==> src/board_pkg.sv <==
`default_nettype none

package board_pkg;

    // ------------------------------------------------
    // Widths

    localparam int w_digit = 4;             // Display digits
    localparam int w_mic   = 24;            // INMP441 sample width
    localparam int w_sound = 16;            // DAC sample width

    // ------------------------------------------------
    // Bundles

    typedef struct packed
    {
        logic [7:0]         abcdefgh;       // Active high, a in MSB, h is dp
        logic [w_digit-1:0] digit;          // One-hot digit enable
    } seg7_bus_t;

    typedef struct packed
    {
        logic sck;                          // Mic bit clock
        logic ws;                           // Word select, low for left
    } mic_pins_t;

    typedef struct packed
    {
        logic mclk;                         // Master clock, clk / 2
        logic bclk;                         // Bit clock
        logic lrclk;                        // Channel select, low for left
        logic sdata;                        // Serial data, MSB first
    } dac_pins_t;

    // Nibble to abcdefgh, h always cleared
    function automatic logic [7:0] hex_to_abcdefgh(input logic [3:0] nibble);
        logic [7:0] segs;
        case (nibble)
            4'h0:    segs = 8'b1111_1100;
            4'h1:    segs = 8'b0110_0000;
            4'h2:    segs = 8'b1101_1010;
            4'h3:    segs = 8'b1111_0010;
            4'h4:    segs = 8'b0110_0110;
            4'h5:    segs = 8'b1011_0110;
            4'h6:    segs = 8'b1011_1110;
            4'h7:    segs = 8'b1110_0000;
            4'h8:    segs = 8'b1111_1110;
            4'h9:    segs = 8'b1111_0110;
            4'ha:    segs = 8'b1110_1110;
            4'hb:    segs = 8'b0011_1110;   // Lower case b
            4'hc:    segs = 8'b1001_1100;
            4'hd:    segs = 8'b0111_1010;   // Lower case d
            4'he:    segs = 8'b1001_1110;
            default: segs = 8'b1000_1110;   // F
        endcase
        return segs;
    endfunction

endpackage

`default_nettype wire
==> src/board_top.sv <==
`timescale 1ns/100ps
`default_nettype none

module board_top
    import board_pkg::*;
#(
    parameter int clk_mhz     = 50,
    parameter int slow_clk_hz = 1,
    parameter int w_key       = 4,
    parameter int w_sw        = 8,
    parameter int w_led       = 9,
    parameter int sck_half    = 10,         // 2.5 MHz sck at 50 MHz
    parameter int bclk_half   = 16,
    parameter int scan_div    = clk_mhz * 1000
)
(
    input  wire                clk,
    input  wire                rst,
    input  wire  [w_key-1:0]   key,         // Active high
    input  wire  [w_sw-1:0]    sw,
    output logic [w_led-1:0]   led,
    output logic [6:0]         hex0,        // Active low
    output logic [6:0]         hex1,
    output logic [6:0]         hex2,
    output logic [6:0]         hex3,
    output logic [w_digit-1:0] dp_led,      // Decimal points on LEDs
    input  wire                mic_sd,
    output mic_pins_t          mic,
    output dac_pins_t          dac
);

    logic               slow_tick;
    logic [w_mic-1:0]   mic_value;
    logic               mic_strobe;
    logic [w_sound-1:0] sound;
    seg7_bus_t          seg;

    // ------------------------------------------------
    // Heartbeat

    slow_clk_gen #(.fast_clk_mhz(clk_mhz), .slow_clk_hz(slow_clk_hz)) slow_clk_gen_i
    (
        .clk       (clk),
        .rst       (rst),
        .slow_tick (slow_tick)
    );

    // ------------------------------------------------
    // Audio in and out

    i2s_mic_receiver #(.sck_half(sck_half)) i2s_mic_receiver_i
    (
        .clk    (clk),
        .rst    (rst),
        .sd     (mic_sd),
        .pins   (mic),
        .value  (mic_value),
        .strobe (mic_strobe)
    );

    i2s_audio_out #(.clk_mhz(clk_mhz), .bclk_half(bclk_half)) i2s_audio_out_i
    (
        .clk     (clk),
        .rst     (rst),
        .data_in (sound),
        .pins    (dac)
    );

    // ------------------------------------------------
    // Core and display

    lab_top
    #(
        .clk_mhz  (clk_mhz),
        .w_key    (w_key),
        .w_sw     (w_sw),
        .w_led    (w_led),
        .scan_div (scan_div)
    )
    lab_top_i
    (
        .clk        (clk),
        .rst        (rst),
        .slow_tick  (slow_tick),
        .key        (key),
        .sw         (sw),
        .mic_value  (mic_value),
        .mic_strobe (mic_strobe),
        .led        (led),
        .seg        (seg),
        .sound      (sound)
    );

    seg7_sticky_latch seg7_sticky_latch_i
    (
        .clk  (clk),
        .rst  (rst),
        .seg  (seg),
        .hex0 (hex0),
        .hex1 (hex1),
        .hex2 (hex2),
        .hex3 (hex3),
        .dp   (dp_led)
    );

endmodule

`default_nettype wire

==> src/seg7_sticky_latch.sv <==
`timescale 1ns/100ps
`default_nettype none

module seg7_sticky_latch
    import board_pkg::*;
(
    input  wire                clk,
    input  wire                rst,
    input  wire seg7_bus_t     seg,         // Scanned bus from the core
    output logic [6:0]         hex0,        // Active low, a in bit 0
    output logic [6:0]         hex1,
    output logic [6:0]         hex2,
    output logic [6:0]         hex3,
    output logic [w_digit-1:0] dp           // Active high
);

    logic [7:0] hgfedcba;                   // Bit order of the HEX pins
    logic [6:0] hex_r [w_digit];            // Last pattern seen per digit

    assign hgfedcba = {<<{seg.abcdefgh}};

    // ------------------------------------------------
    // Hold each digit between its scan slots

    always_ff @(posedge clk or posedge rst)
    begin
        if (rst)
        begin
            for (int i = 0; i < w_digit; i++)
                hex_r[i] <= '1;             // All segments off
            dp <= '0;
        end
        else
        begin
            for (int i = 0; i < w_digit; i++)
            begin
                if (seg.digit[i])
                begin
                    hex_r[i] <= ~hgfedcba[6:0];
                    dp[i]    <=  hgfedcba[7];
                end
            end
        end
    end

    assign hex0 = hex_r[0];
    assign hex1 = hex_r[1];
    assign hex2 = hex_r[2];
    assign hex3 = hex_r[3];

endmodule

`default_nettype wire

==> src/lab_top.sv <==
`timescale 1ns/100ps
`default_nettype none

module lab_top
    import board_pkg::*;
#(
    parameter int clk_mhz  = 50,
    parameter int w_key    = 4,
    parameter int w_sw     = 8,
    parameter int w_led    = 9,
    parameter int scan_div = clk_mhz * 1000 // About 1 kHz per digit
)
(
    input  wire                clk,
    input  wire                rst,
    input  wire                slow_tick,
    input  wire  [w_key-1:0]   key,         // key[0] mutes
    input  wire  [w_sw-1:0]    sw,          // sw[2:0] attenuation
    input  wire  [w_mic-1:0]   mic_value,
    input  wire                mic_strobe,
    output logic [w_led-1:0]   led,
    output seg7_bus_t          seg,
    output logic [w_sound-1:0] sound
);

    localparam int w_scan = scan_div > 1 ? $clog2(scan_div) : 1;
    localparam int w_idx  = w_digit > 1 ? $clog2(w_digit) : 1;

    logic signed [w_sound-1:0] sample;      // Top bits of latest mic word
    logic signed [w_sound-1:0] scaled;
    logic        [w_scan-1:0]  scan_cnt;
    logic        [w_idx-1:0]   digit_idx;   // Digit on the bus now
    logic        [3:0]         nibble;
    logic                      neg_dp;      // Sign shown on top digit

    // ------------------------------------------------
    // Audio path

    always_ff @(posedge clk or posedge rst)
    begin
        if (rst)
            sample <= '0;
        else if (mic_strobe)
            sample <= mic_value[w_mic-1 -: w_sound];    // Newer sample overwrites
    end

    assign scaled = sample >>> sw[2:0];     // Arithmetic, keeps sign
    assign sound  = key[0] ? '0 : scaled;

    // ------------------------------------------------
    // Display scan

    always_ff @(posedge clk or posedge rst)
    begin
        if (rst)
        begin
            scan_cnt  <= '0;
            digit_idx <= '0;
        end
        else if (scan_cnt == w_scan'(scan_div - 1))
        begin
            scan_cnt <= '0;
            if (digit_idx == w_idx'(w_digit - 1))
                digit_idx <= '0;
            else
                digit_idx <= digit_idx + 1'b1;
        end
        else
            scan_cnt <= scan_cnt + 1'b1;
    end

    assign nibble = sample[{digit_idx, 2'b00} +: 4];    // Digit 0 is bits 3..0
    assign neg_dp = (digit_idx == w_idx'(w_digit - 1)) && sample[w_sound-1];

    assign seg.abcdefgh = hex_to_abcdefgh(nibble) | {7'b0, neg_dp};
    assign seg.digit    = w_digit'(1) << digit_idx;

    // ------------------------------------------------
    // LEDs

    always_ff @(posedge clk or posedge rst)
    begin
        if (rst)
            led <= '0;
        else
        begin
            if (slow_tick)
                led[0] <= ~led[0];          // Heartbeat
            led[w_led-1:1] <= (w_led - 1)'(sw);
        end
    end

endmodule

`default_nettype wire

==> src/i2s_audio_out.sv <==
`timescale 1ns/100ps
`default_nettype none

module i2s_audio_out
    import board_pkg::*;
#(
    parameter int clk_mhz   = 50,
    parameter int bclk_half = (clk_mhz / 3 > 0) ? clk_mhz / 3 : 1   // Near 48 kHz frames
)
(
    input  wire               clk,
    input  wire               rst,
    input  wire [w_sound-1:0] data_in,      // Sampled at each slot start
    output dac_pins_t         pins
);

    localparam int w_div = bclk_half > 1 ? $clog2(bclk_half) : 1;
    localparam int w_bit = $clog2(w_sound) + 1;     // Slot bits plus channel bit

    logic               mclk;
    logic               bclk;
    logic [w_div-1:0]   div_cnt;            // Counts mclk half periods
    logic               bclk_edge;
    logic               bclk_fall;
    logic [w_bit-1:0]   bit_cnt;            // MSB is lrclk
    logic               slot_end;           // Last bit of current slot
    logic [w_sound-1:0] shift;

    // ------------------------------------------------
    // Clocks

    always_ff @(posedge clk or posedge rst)
    begin
        if (rst)
            mclk <= 1'b0;
        else
            mclk <= ~mclk;                  // Toggles every clk
    end

    assign bclk_edge = (div_cnt == w_div'(bclk_half - 1));
    assign bclk_fall = bclk_edge & bclk;

    always_ff @(posedge clk or posedge rst)
    begin
        if (rst)
        begin
            div_cnt <= '0;
            bclk    <= 1'b0;
        end
        else if (bclk_edge)
        begin
            div_cnt <= '0;
            bclk    <= ~bclk;
        end
        else
            div_cnt <= div_cnt + 1'b1;
    end

    // ------------------------------------------------
    // Slot counter and serializer

    assign slot_end = &bit_cnt[w_bit-2:0];

    always_ff @(posedge clk or posedge rst)
    begin
        if (rst)
        begin
            bit_cnt <= '0;
            shift   <= '0;                  // Keeps sdata low
        end
        else if (bclk_fall)
        begin
            bit_cnt <= bit_cnt + 1'b1;      // lrclk moves on falling edge
            if (slot_end)
                shift <= data_in;           // Same word on both channels
            else
                shift <= {shift[w_sound-2:0], 1'b0};
        end
    end

    assign pins.mclk  = mclk;
    assign pins.bclk  = bclk;
    assign pins.lrclk = bit_cnt[w_bit-1];
    assign pins.sdata = shift[w_sound-1];   // MSB in first bclk of slot

endmodule

`default_nettype wire

==> src/i2s_mic_receiver.sv <==
`timescale 1ns/100ps
`default_nettype none

module i2s_mic_receiver
    import board_pkg::*;
#(
    parameter int sck_half = 10             // clk cycles per sck half period
)
(
    input  wire              clk,
    input  wire              rst,
    input  wire              sd,            // Mic serial data
    output mic_pins_t        pins,
    output logic [w_mic-1:0] value,         // Held until next strobe
    output logic             strobe         // New left sample
);

    localparam int w_div = sck_half > 1 ? $clog2(sck_half) : 1;

    logic [w_div-1:0] div_cnt;
    logic             sck;
    logic             sck_edge;             // sck toggles this cycle
    logic             sck_rise;
    logic             sck_fall;
    logic [5:0]       bit_cnt;              // 32 sck per slot, MSB is ws
    logic             in_window;            // Bits 23..1 of left slot
    logic             last_bit;             // Bit 0 of left slot
    logic [w_mic-2:0] shift;                // Upper bits collected so far

    // ------------------------------------------------
    // sck and ws generation

    assign sck_edge = (div_cnt == w_div'(sck_half - 1));
    assign sck_rise = sck_edge & ~sck;
    assign sck_fall = sck_edge &  sck;

    always_ff @(posedge clk or posedge rst)
    begin
        if (rst)
        begin
            div_cnt <= '0;
            sck     <= 1'b0;
        end
        else if (sck_edge)
        begin
            div_cnt <= '0;
            sck     <= ~sck;
        end
        else
            div_cnt <= div_cnt + 1'b1;
    end

    always_ff @(posedge clk or posedge rst)
    begin
        if (rst)
            bit_cnt <= '0;
        else if (sck_fall)
            bit_cnt <= bit_cnt + 1'b1;      // ws moves on falling edge
    end

    assign pins.sck = sck;
    assign pins.ws  = bit_cnt[5];

    // ------------------------------------------------
    // Sample capture

    // First rising edge after ws falls is a dummy bit
    assign in_window = ~bit_cnt[5] && (bit_cnt >= 6'd1) && (bit_cnt < 6'(w_mic));
    assign last_bit  = ~bit_cnt[5] && (bit_cnt == 6'(w_mic));

    always_ff @(posedge clk)
    begin
        if (sck_rise && in_window)
            shift <= {shift[w_mic-3:0], sd};    // MSB arrives first
        if (sck_rise && last_bit)
            value <= {shift, sd};
    end

    always_ff @(posedge clk or posedge rst)
    begin
        if (rst)
            strobe <= 1'b0;
        else
            strobe <= sck_rise && last_bit;     // Valid with value
    end

endmodule

`default_nettype wire

==> src/slow_clk_gen.sv <==
`timescale 1ns/100ps
`default_nettype none

module slow_clk_gen
#(
    parameter int fast_clk_mhz = 50,
    parameter int slow_clk_hz  = 1
)
(
    input  wire  clk,
    input  wire  rst,
    output logic slow_tick
);

    localparam int period = fast_clk_mhz * 1000000 / slow_clk_hz;   // clk cycles per tick
    localparam int w_cnt  = period > 1 ? $clog2(period) : 1;

    logic [w_cnt-1:0] cnt;                  // Cycles left to next tick

    always_ff @(posedge clk or posedge rst)
    begin
        if (rst)
        begin
            cnt       <= w_cnt'(period - 1);
            slow_tick <= 1'b0;
        end
        else if (cnt == '0)
        begin
            cnt       <= w_cnt'(period - 1);  // Reload at terminal count
            slow_tick <= 1'b1;                // One cycle wide
        end
        else
        begin
            cnt       <= cnt - 1'b1;
            slow_tick <= 1'b0;
        end
    end

endmodule

`default_nettype wire

==> config.mk <==
export PLATFORM = sky130hd
export DESIGN_NAME = board_top
export DESIGN_NICKNAME = d
export VERILOG_FILES = /design/src/board_pkg.sv /design/src/board_top.sv /design/src/seg7_sticky_latch.sv /design/src/lab_top.sv /design/src/i2s_audio_out.sv /design/src/i2s_mic_receiver.sv /design/src/slow_clk_gen.sv
export SDC_FILE = /design/constraint.sdc
export NUM_CORES = 1
export LEC_CHECK = 0
export BUFFER_PORTS_ARGS = -buffer_cell sky130_fd_sc_hd__buf_2
export CAP_MARGIN = 15
export CORE_ASPECT_RATIO = 1.1
export CORE_MARGIN = 2
export CORE_UTILIZATION = 55
export DETAILED_ROUTE_END_ITERATION = 12
export PLACE_DENSITY = 0.77
export SYNTH_ARGS = -nofsm -noshare
export SYNTH_HDL_FRONTEND = slang
export SYNTH_HIERARCHICAL = 1
export SYNTH_SLANG_ARGS = --single-unit
==> constraint.sdc <==
create_clock -name clk -period 3.2 [get_ports clk]
set_input_delay 0.32 -clock clk [delete_from_list [all_inputs] [get_ports clk]]
set_output_delay 0.32 -clock clk [all_outputs]
set_load 0.05 [all_outputs]
Yosys cells after proc, flatten, opt, wreduce, memory -nomap -nowiden
Memories as Yosys holds them, arrays and structs flattened.
Cells that the tools add are included.
- bits in registers: 188
- memory bits (read-only): 112
- logic and storage cells: 70
- memories kept: 1
- memories (name ; depth ; width ; read ports ; clocked after Yosys merged registers in ; write ports ; line ; text):
    (no name shown) ; 16 ; 7 ; 1 ; 0 ; 0 ; board_pkg.sv:38 ; case (nibble)
- add/sub/neg operators: 7
- magnitude comparators: 2
- equality and inequality tests: 5
- shifts and indexed selects: 3
- multiplexer cells: 8
- bitwise gates (word level): 10
- reduce and logical (&&, ||, !) cells: 8
- operators by type and width (operator ; number):
    $mux 16 ; 3
    $logic_not 26->1 ; 1
    $mux 26 ; 1
    $sub 26x1->26 const B ; 1
    $add 16x1->16 const B ; 1
    $eq 16x16->1 const B ; 1
    $shiftx 16x5->4 ; 1
    $sshr 16x3->16 ; 1
    $add 4x1->4 const B ; 2
    $eq 4x4->1 const B ; 2
    $mux 4 ; 2
    $or 8x1->8 ; 1
    $not 7->7 ; 1
    $add 6x1->6 const B ; 1
    $eq 6x5->1 const B ; 1
    $ge 6x1->1 const B ; 1
    $logic_and 1x1->1 ; 6
    $lt 6x5->1 const B ; 1
    $add 5x1->5 const B ; 1
    $not 1->1 ; 5
    $reduce_and 4->1 ; 1
    $shl 1x2->4 const A ; 1
    $and 1x1->1 ; 3
    $add 2x1->2 const B ; 1
    3 further kinds ; 3

Depth between registers and ports, before layout
Gate-level depths: netlist of the first run.
- depth in word-level cells: 4
- mapped depth: 8
- mapped depth without buffers: 7

Hierarchy
The synthesis of the first run kept the hierarchy.
- by module, submodules not included (module ; instances ; cells each ; area each (um^2)):
    lab_top ; 1 ; 226 ; 2638.8
    i2s_mic_receiver ; 1 ; 103 ; 2048.2
    slow_clk_gen ; 1 ; 123 ; 1331.3
    seg7_sticky_latch ; 1 ; 97 ; 1224.9
    i2s_audio_out ; 1 ; 126 ; 1213.7

Worst setup path after synthesis of the first run
OpenSTA, ideal clock, no wires.
- kind: register -> register
- start: register i2s_mic_receiver_i.div_cnt[2]
- end: register i2s_mic_receiver_i.shift[0] (enable)
- arrival: 1999 ps
- required time: 2795 ps
- path slack: 796 ps
- stages on the path, launching flop included: 5
- clock period less this slack: 2404 ps
- cell sequence: dfrtp_1 and4bb_1 buf_6 nand2_1 a311oi_2
- cells in the longest elaborated chain, start to end: 3
- ends and longest elaborated chain (element ; line ; text):
    start: declaration ; i2s_mic_receiver.sv:20 ; logic [w_div-1:0] div_cnt;
    start signal: assignment ; i2s_mic_receiver.sv:50 ; div_cnt <= div_cnt + 1'b1;
    $eq 4x4->1 ; i2s_mic_receiver.sv:33 ; assign sck_edge = (div_cnt == w_div'(sck_half - 1));
    $and 1x1->1 ; i2s_mic_receiver.sv:34 ; assign sck_rise = sck_edge & ~sck;
    $logic_and 1x1->1 ; i2s_mic_receiver.sv:73 ; if (sck_rise && in_window)
    end signal: assignment ; i2s_mic_receiver.sv:74 ; shift <= {shift[w_mic-3:0], sd};
    end: declaration ; i2s_mic_receiver.sv:28 ; logic [w_mic-2:0] shift;
Every way passes these cells.
A chain may end at the register's enable or synchronous reset.

Final worst setup path of the first run
- start: register slow_clk_gen_i.cnt[10]
- end: register slow_clk_gen_i.cnt[11]
- cells in the longest elaborated chain, start to end: 2
- elaborated cells between the ends (all ways): 3
- those cells by class: 1 x add/sub; 1 x mux; 1 x reduce/logical
- ends and longest elaborated chain (element ; line ; text):
    start: declaration ; slow_clk_gen.sv:18 ; logic [w_cnt-1:0] cnt;
    start signal: assignment ; slow_clk_gen.sv:24 ; cnt <= w_cnt'(period - 1);
    start signal: assignment ; slow_clk_gen.sv:29 ; cnt <= w_cnt'(period - 1);
    start signal: assignment ; slow_clk_gen.sv:34 ; cnt <= cnt - 1'b1;
    $sub 26x1->26 or $logic_not 26->1 (tied branches) ; slow_clk_gen.sv:34, slow_clk_gen.sv:27 ;
    $mux 26 * ; slow_clk_gen.sv:27 ; else if (cnt == '0)
Every way passes the cells marked *; elsewhere a longest branch is shown, timed or not.

==> summary.md, run 1 <==
| Metric | Value |
|---|---|
| Status | completed |
| CTS Buf Count | 17 |
| # DRC | 0 |
| CTS resizes | 0 |
| Syn_area_per_cell | 12.3 um^2 |
| Tightest Pin Transition | between 1 and 1.5 ns |
| Vias in the first global route | 5,243 |
| CP endpoint kind | register |
| CTS tree | built |
| Core Region | roughly 0.015 mm^2 |
| Drt pass-1 iters | 5 |
| Syn. warnings | 6 |
| Cts-stage hold buffer count | 6 |
| WS Path Type | reg -> reg |
| Worst r2r path cells | 4 |
| Post-CTS setup repair buffer count | 0 |
| Die Height | between 100 and 150 um |
| Clock slew at reported path FFs | about 0.060 ns |
| Setup-failing EPs final | 0 |
| Pin count of the biggest net entering global routing | 44 |
| Crit-path slowest cell | nor3_1 |
| Synthesized net count | approximately 700 |
| Overflow left after global routing | 0 |
| Layout cells sized above 1 | 26.6% |
| Post-Syn Instances | 667 |
| Diode count | 0 |
| Fillers | 1,084 |
| First-pass GRT wire length | about 25 mm |
| Critical Path Source Type | register |
| DP Wirelength | 10.2 mm |
| RR Endpoint | slow_clk_gen_i/cnt[11] |
| Reg2Reg Launch Point | slow_clk_gen_i/cnt[10] |
| Final Max Tran Viols | 0 |
| Final weighted congestion in routability-driven placement | between 0.8 and 0.9 |
| Final hold vios | 0 |
| Crit path largest cell delay | 0.61 ns |
| R2R setup slack | 0.59 ns |
| Initial antenna violation count | 0 |
| Hold Path Class | in -> reg |
| Worst ir drop on vdd | 0.000510 V |
| Pwr Density | 509 mW/mm^2 |
| DRT iter0 DRCs | 337 |
| Worst path required time | 3.51 ns |
| Crit-path max FO | 15 |
| Leakage | 4.09 nW |
| Sum Neg Setup Slack | 0 ns |
| Max cap viols | 0 |
| Max Root-Sink Buffers | 2 |
| Period utilisation layout | 81.4% |
| Die X | approximately 120 um |
| CTS Sinks | 180 |
| Worst hold slack | 0.0683 ns |
| F_max | 0.384 GHz |
| Slew margin rel. | between 20% and 30% |
| CP endpoint | slow_clk_gen_i/cnt[11] |
| Total wire length | about 15 mm |
| # IOs | 62 |
| Worst path arrival time | ~2.9 ns |
| Final min period | 2.61 ns |
| Via count | 5,283 |
| Worst skew pair latency | 0.43 ns |
| Row cnt | between 40 and 50 |
| Clk root buf | clkbuf_16 |
| Layout area overhead | 13.1% |
| Syn Std Cell Area | 0.00822 mm^2 |
| Crit path cell chain | or4_4 > nor3_1 > nand3b_1 > and2_1 |
| Placed inst area | 0.00851 mm^2 |
| Drt wl/cell | 16.3 um |
| Nets@finish | 754 |
| Setup Skew | ~0.0094 ns |
| Design Area, Final | ~0.0093 mm^2 |
| CTS H-tree lvls | 4 |
| Unrepaired setup endpoints after global routing | no |
| GR Util All Layers | 19.9% |
| Crit path launch | slow_clk_gen_i/cnt[10] |
| Post-route ant nets | 0 |
| Number of port buffers | 58 |
| Area of the die | 0.0159 mm^2 |
| Via-to-Cell Ratio | 5.71 |
| Initial core utilization | 56.7% |
## layout by cell type, fill, tap and decap left out, types with 7 or more instances in the layout
master and instances:
nand4_1 7, nor4_1 8, mux4_2 15, inv_1 31, xnor2_1 22, nor3_1 13, a21oi_1 59, o21ai_0 11
dfrtp_1 95, clkbuf_16 18, edfxtp_1 39, ha_1 19, nor2_1 69, mux2_2 24, dfstp_2 46, xor2_1 17
buf_2 58, nand2_1 42, mux2i_1 22, nand3_1 15
## through the flow
stage / util [%] / instances / setup WS [ns] / total power, mW
5_1_grt: 64.0 / 925 / 0.495 / 4.89
3_5_place_dp: 58.7 / 885 / 0.672 / 2.48
4_1_cts: 63.7 / 923 / 0.650 / 4.77
2_1_floorplan: - / 667 / 0.796 / 2.45
3_3_place_gp: 58.7 / 885 / 0.799 / 2.48
6_report: 64.0 / 925 / 0.594 / 4.73
## where the power goes
part / leakage [nW] / switching [mW] / internal (mW)
Combinational: 1.72 / 0.0755 / 0.0302
Sequential: 2.05 / 0.00151 / 2.34
Clock: 0.327 / 0.854 / 1.42
## cell type report
class,count,area [um^2],share of cell area (%)
Clock buffer,22,495,5.33
Clock inverter,10,166,1.79
Inverter,33,124,1.33
Multi-Input combinational cell,419,3080,33.1
Sequential cell,180,4760,51.2
Tap cell,192,240,2.59
Timing Repair Buffer,69,428,4.61
## how the worst min path moves through the flow
stage | from | end | cells after the start
after global placement | i2s_audio_out_i/mclk | i2s_audio_out_i/mclk | 1
after detailed placement | i2s_mic_receiver_i/shift[1] | i2s_mic_receiver_i/shift[2] | 0
final | mic_sd | i2s_mic_receiver_i/shift[0] | 1
after CTS | mic_sd | i2s_mic_receiver_i/shift[0] | 1
after floorplan | rst | i2s_mic_receiver_i/bit_cnt[0] | 1
after global routing | sw[2] | lab_top_i/led[3] | 1
## routing by layer
metal | up-vias | wire length, um | GRT usage (%)
met5 | - | 0 | 0
met4 | 0 | 338 | 8.33
met3 | 35 | 729 | 5.28
met2 | 169 | 7700 | 33.2
met1 | 2613 | 6310 | 24.5
li1 | 2466 | - | -
## state kept, by name (all words and copies together), names as in the netlist, 2 cells and up
name and flops:
i2s_mic_receiver_i/value 16, lab_top_i/led 9, seg7_sticky_latch_i/hex3 7, i2s_mic_receiver_i/bit_cnt 6, seg7_sticky_latch_i/dp 4, lab_top_i/sample 16
i2s_mic_receiver_i/div_cnt 4, i2s_audio_out_i/div_cnt 4, slow_clk_gen_i/cnt 26, lab_top_i/scan_cnt 16, seg7_sticky_latch_i/hex2 7, seg7_sticky_latch_i/hex1 7
i2s_mic_receiver_i/shift 23, lab_top_i/digit_idx 2, seg7_sticky_latch_i/hex0 7, i2s_audio_out_i/bit_cnt 5, i2s_audio_out_i/shift 16
## critical path: cells and delay by family (launching register included)
kind | cells | cell delay, ns
AND/OR/NAND/NOR | 4 | 2.09
flip-flops | 1 | 0.41
(Power assumes the default switching activity.)
==> run 2, diff against run 1 <==
- CORE_UTILIZATION: 55 -> 54
- PLACE_DENSITY: 0.77 -> 0.79
- clock period: 3.2 -> 2.2 ns (I/O delays scaled with it)
==> run 2 against run 1 <==
Clock power rose by 29%. Total power up 37%. Worst hold slack improved by 0.033 ns. Via count is 0.42% higher. Cell count grew 2.9%. Global-route usage up 0.63 points. Non-clock buffer count grew 23. Critical endpoint is now seg7_sticky_latch_i/hex1[3]. Highest routed layer unchanged.
==> summary.md, run 2 (same netlist as run 1, synthesis figures left out) <==
| Metric | Value |
|---|---|
| Status | completed |
| Leakage | 4.14 nW |
| Crit path cell chain | mux4_2 > inv_1 > ha_2 > nor2_1 > a21oi_1 > o21ai_0 > a21oi_1 |
| Number of port buffers | 58 |
| Overflow left after global routing | 0 |
| Vias in the first global route | around 5.5k |
| Fillers | 1,145 |
| CTS Sinks | 180 |
| Layout area overhead | 14.0% |
| Core Region | 0.0150 mm^2 |
| Drt pass-1 iters | 5 |
| Final WS setup | 0.123 ns |
| Setup Skew | ~0.0053 ns |
| # IOs | 62 |
| CTS tree | built |
| CTS H-tree lvls | 4 |
| Unrepaired setup endpoints after global routing | no |
| Crit-path max FO | 6 |
| Die Height | 133 um |
| F_max | a little under 0.5 GHz |
| # DRC | 0 |
| Final min period | 2.08 ns |
| Worst ir drop on vdd | between 0.0006 and 0.0007 V |
| Max cap viols | 0 |
| DP Wirelength | 10.7 mm |
| Largest register by flop count | slow_clk_gen_i/cnt |
| Multi-input logic area | 0.00309 mm^2 |
| Worst slack, placed | between 0.009 and 0.01 ns |
| Row cnt | 47 |
| Post-CTS setup repair buffer count | 0 |
| Total wire length | 15.4 mm |
| Tightest Pin Transition | 0.813 ns |
| Critical path's top delay family | multiplexers |
| Pwr Density | 693 mW/mm^2 |
| Diode count | 0 |
| Setup-failing EPs final | 0 |
| Area of the die | 0.0162 mm^2 |
| Worst path arrival time | 2.42 ns |
| Crit path buffers/inverters | 1 |
| Die X | between 100 and 150 um |
| GR Util All Layers | 20.5% |
| Via-to-Cell Ratio | 5.57 |
| Max Root-Sink Buffers | 2 |
| Most frequent CP cell | a21oi_1 |
| Crit-path slowest cell | mux4_2 |
| Final Max Tran Viols | 0 |
| CP endpoint kind | register |
| Drt wl/cell | 16.2 um |
| Most common cell after layout, fill and taps aside | dfrtp_1 |
| Layout cells sized above 1 | 29.8% |
| CTS Buf Count | 17 |
| Clk root buf | clkbuf_16 |
| Initial core utilization | 54.8% |
| Hold Path Class | in -> reg |
| DRT iter0 DRCs | 314 |
| Crit path largest cell delay | 0.55 ns |
| Worst path required time | 2.55 ns |
| Initial antenna violation count | 0 |
| Commonest non-fill, non-tap cells in the layout | 94 x dfrtp_1, 69 x nor2_1, 58 x buf_2, 56 x a21oi_1, 46 x dfstp_2 |
| Final weighted congestion in routability-driven placement | between 0.8 and 0.9 |
| Sum Neg Setup Slack | 0 ns |
| Critical Path Source Type | register |
| Pin count of the biggest net entering global routing | 29 |
| Period utilisation layout | 94.4% |
| Top Registers | slow_clk_gen_i/cnt: 26 flops, i2s_mic_receiver_i/shift: 23 flops |
| WS Path Type | reg -> reg |
| Worst skew pair latency | 0.42 ns |
| Post-route ant nets | 0 |
| First-pass GRT wire length | around 26 mm |
| Nets@finish | 777 |
| Seq. cell area | 0.00476 mm^2 |
| Max FFs per register | 26 |
| Final hold vios | 0 |
| Clock slew at reported path FFs | 0.06 ns |
| Slew margin rel. | 45.8% |
| Via count | about 5.3k |
run 2: layout make-up:
| type | instances | share of cell area, % |
|---|---|---|
| well taps | 196 | 2.62 |
| multi-input cells | 419 | 33.0 |
| clock buffers | 21 | 5.18 |
| clock inverters | 11 | 1.04 |
| repair buffers | 92 | 6.04 |
| flip-flops and latches | 180 | 50.8 |
| inverters | 33 | 1.32 |
run 2: worst paths after layout:
| kind | from | end | slack, ns | cells past startpoint |
|---|---|---|---|---|
| setup / recovery | lab_top_i/sample[13] | seg7_sticky_latch_i/hex1[3] | 0.12 | 7 |
| hold / removal | sw[1] | lab_top_i/led[2] | 0.10 | 1 |
| setup reg to reg | lab_top_i/sample[13] | seg7_sticky_latch_i/hex1[3] | 0.12 | 7 |
| hold reg to reg | i2s_audio_out_i/mclk | i2s_audio_out_i/mclk | 0.42 | 1 |
| max in group asynchronous | rst | slow_clk_gen_i/cnt[17] | 0.94 | 4 |
| min in group asynchronous | rst | i2s_mic_receiver_i/bit_cnt[3] | 0.43 | 3 |
run 2: metrics by stage:
step,total power [mW],std cells,instance area (um^2),hold WS (ns),utilization (%)
final,6.49,952,9370,0.102,62.5
after CTS,6.56,952,9350,0.0829,62.4
after floorplan,3.57,667,8230,0.0847,-
after detailed placement,3.62,912,8690,0.329,57.9
after global placement,3.61,912,8690,0.328,57.9
after global routing,6.71,952,9370,0.0919,62.5
run 2: metal layers:
layer / global-route usage, % / wire, um / vias to the layer above
li1: - / - / 2491
met1: 25.2 / 6440 / 2665
met2: 36.2 / 8130 / 125
met3: 3.55 / 553 / 24
met4: 7.73 / 297 / 0
met5: 0 / 0 / -
run 2: what timing repair did:
item / CTS / global route
endpoints found under the hold margin: 73 / 0
hold buffers: 8 / 0
setup endpoints to repair: 0 / 24
gates resized for setup: 0 / 8
run 2: where the power goes:
part / switching [mW] / total (mW) / internal, mW
Combinational: 0.109 / 0.151 / 0.0420
Sequential: 0.00185 / 3.41 / 3.41
Clock: 1.23 / 2.93 / 1.70
